## config.mk

```make
export PLATFORM = sky130hd
export DESIGN_NAME = reorder_buffer
export DESIGN_NICKNAME = d
export VERILOG_FILES = /design/src/rtl/core_cfg_pkg.sv /design/src/rtl/uop_pkg.sv /design/src/rtl/reorder_buffer.sv
export SDC_FILE = /design/constraint.sdc
export NUM_CORES = 1
export LEC_CHECK = 0
export BUFFER_PORTS_ARGS = -buffer_cell sky130_fd_sc_hd__buf_2
export CAP_MARGIN = 30
export CORE_MARGIN = 2
export CORE_UTILIZATION = 40
export CTS_CLUSTER_SIZE = 12
export DETAILED_ROUTE_END_ITERATION = 8
export PLACE_DENSITY = 0.63
export SLEW_MARGIN = 20
export SYNTH_ARGS = -nofsm -noshare
export SYNTH_HDL_FRONTEND = slang
export SYNTH_SLANG_ARGS = --single-unit
```

## constraint.sdc

```tcl
create_clock -name clk -period 4.1 [get_ports clk]
set_input_delay 0 -clock clk [delete_from_list [all_inputs] [get_ports clk]]
set_output_delay 0 -clock clk [all_outputs]
set_load 0.01 [all_outputs]
```

## src/rtl/core_cfg_pkg.sv

```systemverilog
package core_cfg_pkg;

    // machine sizing
    localparam int ARCH_REGS      = 32;
    localparam int PHYS_REGS      = 64;
    localparam int FREE_REGS      = PHYS_REGS - ARCH_REGS; // renamable pool
    localparam int ROB_DEPTH      = 16;
    localparam int RS_DEPTH       = 8;
    localparam int INTAKE_CREDITS = 4;  // also upstream's starting credit count
    localparam int MUL_STAGES     = 3;
    localparam int XLEN           = 32;

    typedef logic [$clog2(ARCH_REGS)-1:0]      arch_reg_t;
    typedef logic [$clog2(PHYS_REGS)-1:0]      phys_reg_t;
    typedef logic [$clog2(ROB_DEPTH)-1:0]      rob_idx_t;
    typedef logic [$clog2(ROB_DEPTH):0]        rob_cnt_t;
    typedef logic [$clog2(RS_DEPTH)-1:0]       rs_idx_t;
    typedef logic [$clog2(RS_DEPTH):0]         rs_cnt_t;
    typedef logic [$clog2(FREE_REGS)-1:0]      fl_idx_t;
    typedef logic [$clog2(FREE_REGS):0]        fl_cnt_t;
    typedef logic [$clog2(INTAKE_CREDITS)-1:0] ib_idx_t;
    typedef logic [$clog2(INTAKE_CREDITS):0]   credit_cnt_t;
    typedef logic [XLEN-1:0]                   word_t;

endpackage

```

## src/rtl/uop_pkg.sv

```systemverilog
package uop_pkg;
    import core_cfg_pkg::*;

    typedef enum logic [2:0] {
        OP_ADD,
        OP_SUB,
        OP_AND,
        OP_OR,
        OP_XOR,
        OP_ADDI,
        OP_MUL
    } opcode_e;

    // decoded uop as it arrives from upstream
    typedef struct packed {
        opcode_e   opcode;
        arch_reg_t rd;
        arch_reg_t rs1;
        arch_reg_t rs2;
        word_t     imm;
    } uop_t;

    typedef struct packed {
        opcode_e   opcode;
        phys_reg_t pd;
        phys_reg_t ps1;
        phys_reg_t ps2;
        word_t     imm;
        rob_idx_t  rob;
    } renamed_uop_t;

    typedef struct packed {
        opcode_e   opcode;
        word_t     op_a;
        word_t     op_b;   // already holds imm for addi
        phys_reg_t pd;
        rob_idx_t  rob;
    } issue_t;

    typedef struct packed {
        logic      valid;
        phys_reg_t pd;
        rob_idx_t  rob;
        word_t     value;
    } result_t;

    typedef struct packed {
        logic      valid;
        arch_reg_t rd;
        word_t     value;
    } commit_t;

endpackage

```

## src/rtl/reorder_buffer.sv

```systemverilog
`timescale 1ns/1ns

module reorder_buffer
import core_cfg_pkg::*, uop_pkg::*;
(
    input  logic      clk,
    input  logic      rst,
    input  logic      dispatch_valid_i,
    input  arch_reg_t dispatch_rd_i,
    input  phys_reg_t stale_pd_i,
    output logic      rob_alloc_ok_o,
    output rob_idx_t  rob_idx_o,
    input  result_t   result_i,
    output commit_t   commit_o,
    output logic      free_valid_o,
    output phys_reg_t free_pd_o
);

    arch_reg_t            rd_mem    [ROB_DEPTH];
    phys_reg_t            stale_mem [ROB_DEPTH];
    word_t                value_mem [ROB_DEPTH];
    logic [ROB_DEPTH-1:0] done;
    rob_idx_t             head;
    rob_idx_t             tail;
    rob_cnt_t             cnt;
    logic                 commit;

    assign rob_alloc_ok_o = cnt != rob_cnt_t'(ROB_DEPTH);
    assign rob_idx_o      = tail;

    // in-order retire of the head once its result is in
    assign commit         = cnt != '0 && done[head];
    assign commit_o.valid = commit;
    assign commit_o.rd    = rd_mem[head];
    assign commit_o.value = value_mem[head];
    assign free_valid_o   = commit && rd_mem[head] != '0;
    assign free_pd_o      = stale_mem[head];

    always_ff @(posedge clk) begin
        if (dispatch_valid_i) begin
            rd_mem[tail]    <= dispatch_rd_i;
            stale_mem[tail] <= stale_pd_i;  // previous mapping of rd
        end
        if (result_i.valid) begin
            value_mem[result_i.rob] <= result_i.value;
        end
    end

    always_ff @(posedge clk) begin
        if (rst) begin
            head <= '0;
            tail <= '0;
            cnt  <= '0;
            done <= '0;
        end else begin
            if (dispatch_valid_i) begin
                done[tail] <= 1'b0;
                tail       <= tail + 1'b1;
            end
            if (result_i.valid) begin
                done[result_i.rob] <= 1'b1;
            end
            if (commit) begin
                head <= head + 1'b1;
            end
            cnt <= cnt + rob_cnt_t'(dispatch_valid_i) - rob_cnt_t'(commit);
        end
    end

    // a completion on a free slot would let its next occupant retire unfinished
    a_commit_done: assert property (@(posedge clk) disable iff (rst)
        result_i.valid |-> rob_cnt_t'(rob_idx_t'(result_i.rob - head)) < cnt);

    // each uop should reach the result bus exactly once
    a_single_completion: assert property (@(posedge clk) disable iff (rst)
        result_i.valid |-> !done[result_i.rob]);

endmodule

```

==> results_tabular.tex <==
\begin{tabular}{lr}
\hline
Metric & Value \\
\hline
\multicolumn{2}{l}{\textbf{Placed design}} \\
Half-perimeter wire length after placement & 33400 um \\
Quantity of I/O buffers inserted on ports & 100 \\
Total placed cells including tap cells & 2155 \\
Final weighted congestion in routability-driven placement & 0.7087 \\
\multicolumn{2}{l}{\textbf{Global routing}} \\
Largest net degree at the start of global routing & 101 \\
Remaining global-route overflow & 0 \\
Total global-route track usage & 17.16\% \\
Vias in the first global route & 13540 \\
Number of antenna violations at the first check in global routing & 2 \\
Wire length of the first global-routing pass & 88650 um \\
\multicolumn{2}{l}{\textbf{Worst setup path}} \\
Number of cells on the worst reg-to-reg path & 13 \\
Maximum net fanout on the critical path & 9 \\
Critical path buffer and inverter count & 2 \\
Sequence of cells on the critical path & mux4\_2 > mux2\_2 > mux2i\_4 > or3\_1 > nand2\_1 > ha\_1 > inv\_1 > fa\_1 > inv\_1 > a21oi\_1 > nor2\_1 > or3\_1 > a21oi\_1 \\
End point of the critical path & cnt[4] \\
Startpoint of the worst-slack reg-to-reg timing path & head[1] \\
Number of stages on the worst setup path & 13 \\
Start-to-end type of the worst setup path & flop to flop \\
Type of origin of the critical path & flop \\
Kind of cell adding the most delay to the critical path & multiplexers \\
Data arrival time of the critical path & between 3 and 4 ns \\
Start point of the critical path & head[1] \\
Endpoint of the lowest-slack register-to-register path & cnt[4] \\
CP max stage cell & sky130\_fd\_sc\_hd\_\_mux4\_2 \\
Kind of end point of the critical path & flop \\
Register-to-register setup slack & just over 0.8 ns \\
Largest stage delay on the critical path & approximately 0.56 ns \\
Worst endpoint required time & between 4 and 5 ns \\
\multicolumn{2}{l}{\textbf{Yosys}} \\
Synth cell count leaders & 688 x sky130\_fd\_sc\_hd\_\_edfxtp\_1, 215 x sky130\_fd\_sc\_hd\_\_mux4\_2, 40 x sky130\_fd\_sc\_hd\_\_nor2\_1 \\
Synthesized instance count & 1186 \\
Synth async-reset ratio & 0\% \\
Number of unique standard cell types used by synthesis & 38 \\
Dominant register cell in the synthesized netlist & sky130\_fd\_sc\_hd\_\_edfxtp\_1 \\
Biggest area consumer among synthesized cells & sky130\_fd\_sc\_hd\_\_edfxtp\_1 \\
Syn avg cell area & 23.28 sq um \\
Flops \& latches, synth & 721 \\
Syn Std Cell Area & 27610 sq um \\
Number of warnings issued by yosys & 0 \\
Area contributors post-synth & sky130\_fd\_sc\_hd\_\_edfxtp\_1 75\%, sky130\_fd\_sc\_hd\_\_mux4\_2 18\%, sky130\_fd\_sc\_hd\_\_dfxtp\_1 2.4\% \\
Number of nets produced by synthesis & $\sim$1300 \\
Synth top area share & 74.84\% \\
Number of synthesized flops with an enable pin & 688 \\
Leading cell type by number of instances after synthesis & sky130\_fd\_sc\_hd\_\_edfxtp\_1 \\
Sequential fraction of the synthesis area & about 77\% \\
\multicolumn{2}{l}{\textbf{Cells and area}} \\
Count of nets after finishing & 1473 \\
Final std cells w/o fill & roughly 2300 \\
Register cell area after layout & 21330 sq um \\
P\&R area growth vs syn & 16.09\% \\
Final core utilization & between 40\% and 50\% \\
Number of antenna cells inserted & 0 \\
Area of combinational cells with multiple inputs & 5934 sq um \\
Fillcell total & 5596 \\
Layout cells sized above 1 & 33.22\% \\
\multicolumn{2}{l}{\textbf{Power}} \\
Part of the power in combinational logic & 4.0\% \\
Share of total power in sequential cells & about 56\% \\
Leakage power figure & 9.949 nW \\
Internal power & 0.01182 W \\
Net switching power & 0.002974 W \\
Switching Fraction & 20.11\% \\
Clock share of power & 40.2\% \\
Power density over the cells & 461.6 nW/um\^{}2 \\
Worst VDD drop & 417.5 uV \\
\multicolumn{2}{l}{\textbf{Min path}} \\
Hold WC Path Type & input pin to flop \\
\multicolumn{2}{l}{\textbf{Floorplan}} \\
I/O pin total & 107 \\
Core ar. & 68470 sq um \\
Starting Density & 40.32\% \\
Die Wd & around 270 um \\
Row Count & 96 \\
Floorplan die area & 71130 sq um \\
Die height & 266.7 um \\
\multicolumn{2}{l}{\textbf{Drt}} \\
Via count & 12760 \\
Wire length after detailed routing & approximately 60000 um \\
Count of nets left with antenna violations after detail routing & 0 \\
Number of DRC markers in iteration 0 & $\sim$1200 \\
DRC violations left & 0 \\
Via density & 5.498 \\
DR pass1 iterations & 5 \\
Mean routed wirelength per cell & around 26 um \\
\multicolumn{2}{l}{\textbf{Outcome}} \\
Result of the run & finished clean \\
\multicolumn{2}{l}{\textbf{Job}} \\
Max\_cap viols & 0 \\
\multicolumn{2}{l}{\textbf{Timing}} \\
Worst slew pin tran & 0.9118 ns \\
Worst clock skew & 0.01675 ns \\
Max Slew Vio Count & 0 \\
Setup repair after global routing missed its margin & no \\
Total Neg Setup Slack & 0 ns \\
Min Tclk post-route & 3.285 ns \\
Setup violations, final & 0 \\
Hold violation total from the final report & 0 \\
Final clock period utilization by the worst path & 80.11\% \\
Achievable clock frequency & 304.5 MHz \\
Worst slew margin & 38.88\% \\
\multicolumn{2}{l}{\textbf{CTS}} \\
Number of buffers on the longest clock path & 3 \\
Clock-pin transition on the worst setup and hold timing paths & 0.06 ns \\
H-tree Lvls & 3 \\
Clock tree from TritonCTS & done \\
Count of buffers added by post-CTS timing repair for setup & 0 \\
Total clock buffers created by CTS & 73 \\
Sink Count & $\sim$700 \\
Cell at the root of the clock tree & sky130\_fd\_sc\_hd\_\_clkbuf\_16 \\
Worst-skew pair later-pin latency & 0.60 ns \\
\hline
\end{tabular}
## sequential cells by signal, indices dropped and copies added, names as in the netlist, named ones only
register and count:
value_mem 512, rob_idx_o 4, done 16, rd_mem 80
head 4, cnt 5, stale_mem 96
## logic make-up (layout without fill, tap and decap cells)
| logic type | Yosys count | in the layout | share of synthesized area [%] |
|---|---|---|---|
| simple gates | 111 | 111 | 1.963 |
| xor+xnor | 6 | 6 | 0.1904 |
| mux | 219 | 219 | 17.74 |
| buf+inv | 79 | 332 | 1.559 |
| flops | 721 | 721 | 77.23 |
| fa+ha+maj | 11 | 11 | 0.5258 |
| compound gates | 39 | 39 | 0.7887 |
## layout make-up
| class | count | share of cell area [%] |
|---|---|---|
| Clock buffer | 95 | 6.056 |
| Clock inverter | 14 | 0.3280 |
| Inverter | 19 | 0.2304 |
| Multi-Input combinational cell | 386 | 18.52 |
| Sequential cell | 721 | 66.57 |
| Tap cell | 882 | 3.444 |
| Timing Repair Buffer | 204 | 4.853 |
## how the worst min path moves through the flow
stage / start / end / slack (ns) / cells after the start
after floorplan: dispatch_rd_i[0] / rd_mem[0][0] / 0.1 / 0
after global placement: stale_pd_i[0] / stale_mem[8][0] / 0.36 / 1
after detailed placement: result_i[17] / value_mem[6][17] / 0.39 / 1
after CTS: stale_pd_i[2] / stale_mem[11][2] / 0.29 / 2
after global routing: stale_pd_i[0] / stale_mem[5][0] / 0.32 / 2
final: stale_pd_i[2] / stale_mem[11][2] / 0.33 / 2
## placed cells by master, fill, tap and decap left out, types with 5 or more instances in the layout
cell / Yosys / routed
sky130_fd_sc_hd__buf_4: 2 / 37
sky130_fd_sc_hd__inv_2: 0 / 7
sky130_fd_sc_hd__clkinv_1: 0 / 7
sky130_fd_sc_hd__nor2_1: 40 / 36
sky130_fd_sc_hd__dfxtp_1: 33 / 29
sky130_fd_sc_hd__o21ai_0: 9 / 9
sky130_fd_sc_hd__nand3_1: 16 / 16
sky130_fd_sc_hd__clkbuf_16: 0 / 74
sky130_fd_sc_hd__mux4_2: 215 / 215
sky130_fd_sc_hd__buf_12: 0 / 10
sky130_fd_sc_hd__dlygate4sd3_1: 0 / 55
sky130_fd_sc_hd__inv_1: 19 / 11
sky130_fd_sc_hd__clkbuf_1: 30 / 20
sky130_fd_sc_hd__nand2b_1: 5 / 5
sky130_fd_sc_hd__ha_1: 10 / 10
sky130_fd_sc_hd__nor2b_1: 13 / 13
sky130_fd_sc_hd__a21oi_1: 20 / 20
sky130_fd_sc_hd__buf_2: 10 / 100
sky130_fd_sc_hd__edfxtp_1: 688 / 688
sky130_fd_sc_hd__nor3_2: 0 / 7
sky130_fd_sc_hd__nand2_1: 13 / 13
## timing repair
action,4_1_cts,5_1_grt
gates resized for setup,0,0
hold buffers,55,0
endpoints found under the hold margin,719,0
## power groups by stage
| stage | clock [W] | combinational, W | sequential (W) |
|---|---|---|---|
| 3_3_place_gp | 0 | 0.000528 | 0.00840 |
| 6_report | 0.00594 | 0.000592 | 0.00826 |
| 5_1_grt | 0.00632 | 0.000647 | 0.00827 |
| 4_1_cts | 0.00606 | 0.000603 | 0.00826 |
| 3_5_place_dp | 0 | 0.000555 | 0.00841 |
| 2_1_floorplan | 0 | 0.000311 | 0.00840 |
## worst register-to-register path, cell delays in order (launching register included)
cell,delay [ns]
sky130_fd_sc_hd__dfxtp_1,0.54
sky130_fd_sc_hd__mux4_2,0.56
sky130_fd_sc_hd__mux2_2,0.32
sky130_fd_sc_hd__mux2i_4,0.26
sky130_fd_sc_hd__or3_1,0.20
sky130_fd_sc_hd__nand2_1,0.07
sky130_fd_sc_hd__ha_1,0.20
sky130_fd_sc_hd__inv_1,0.08
sky130_fd_sc_hd__fa_1,0.22
sky130_fd_sc_hd__inv_1,0.06
sky130_fd_sc_hd__a21oi_1,0.15
sky130_fd_sc_hd__nor2_1,0.07
sky130_fd_sc_hd__or3_1,0.35
sky130_fd_sc_hd__a21oi_1,0.14
## metrics by stage
step | instance area, sq um | total power (W) | worst slack, ns | hold slack, ns
final | 32050 | 0.01479 | 0.8154 | 0.3309
after global routing | 32050 | 0.01524 | 0.6448 | 0.3198
after CTS | 32010 | 0.01492 | 0.8288 | 0.2945
after detailed placement | 29410 | 0.008968 | 0.8622 | 0.3880
after global placement | 29310 | 0.008931 | 0.8970 | 0.3614
after floorplan | 27610 | 0.008712 | 0.1728 | 0.09887
## metal layers
| metal | wire (um) | part of all wire (%) | GRT usage [%] |
|---|---|---|---|
| met1 | 24220 | 40 | 22.42 |
| met4 | 1332 | 2.2 | 4.510 |
| met2 | 30750 | 51 | 29.17 |
| met3 | 3508 | 5.9 | 3.773 |
| met5 | 27 | 0.045 | 0 |
Power figures use the tool's default switching activity.
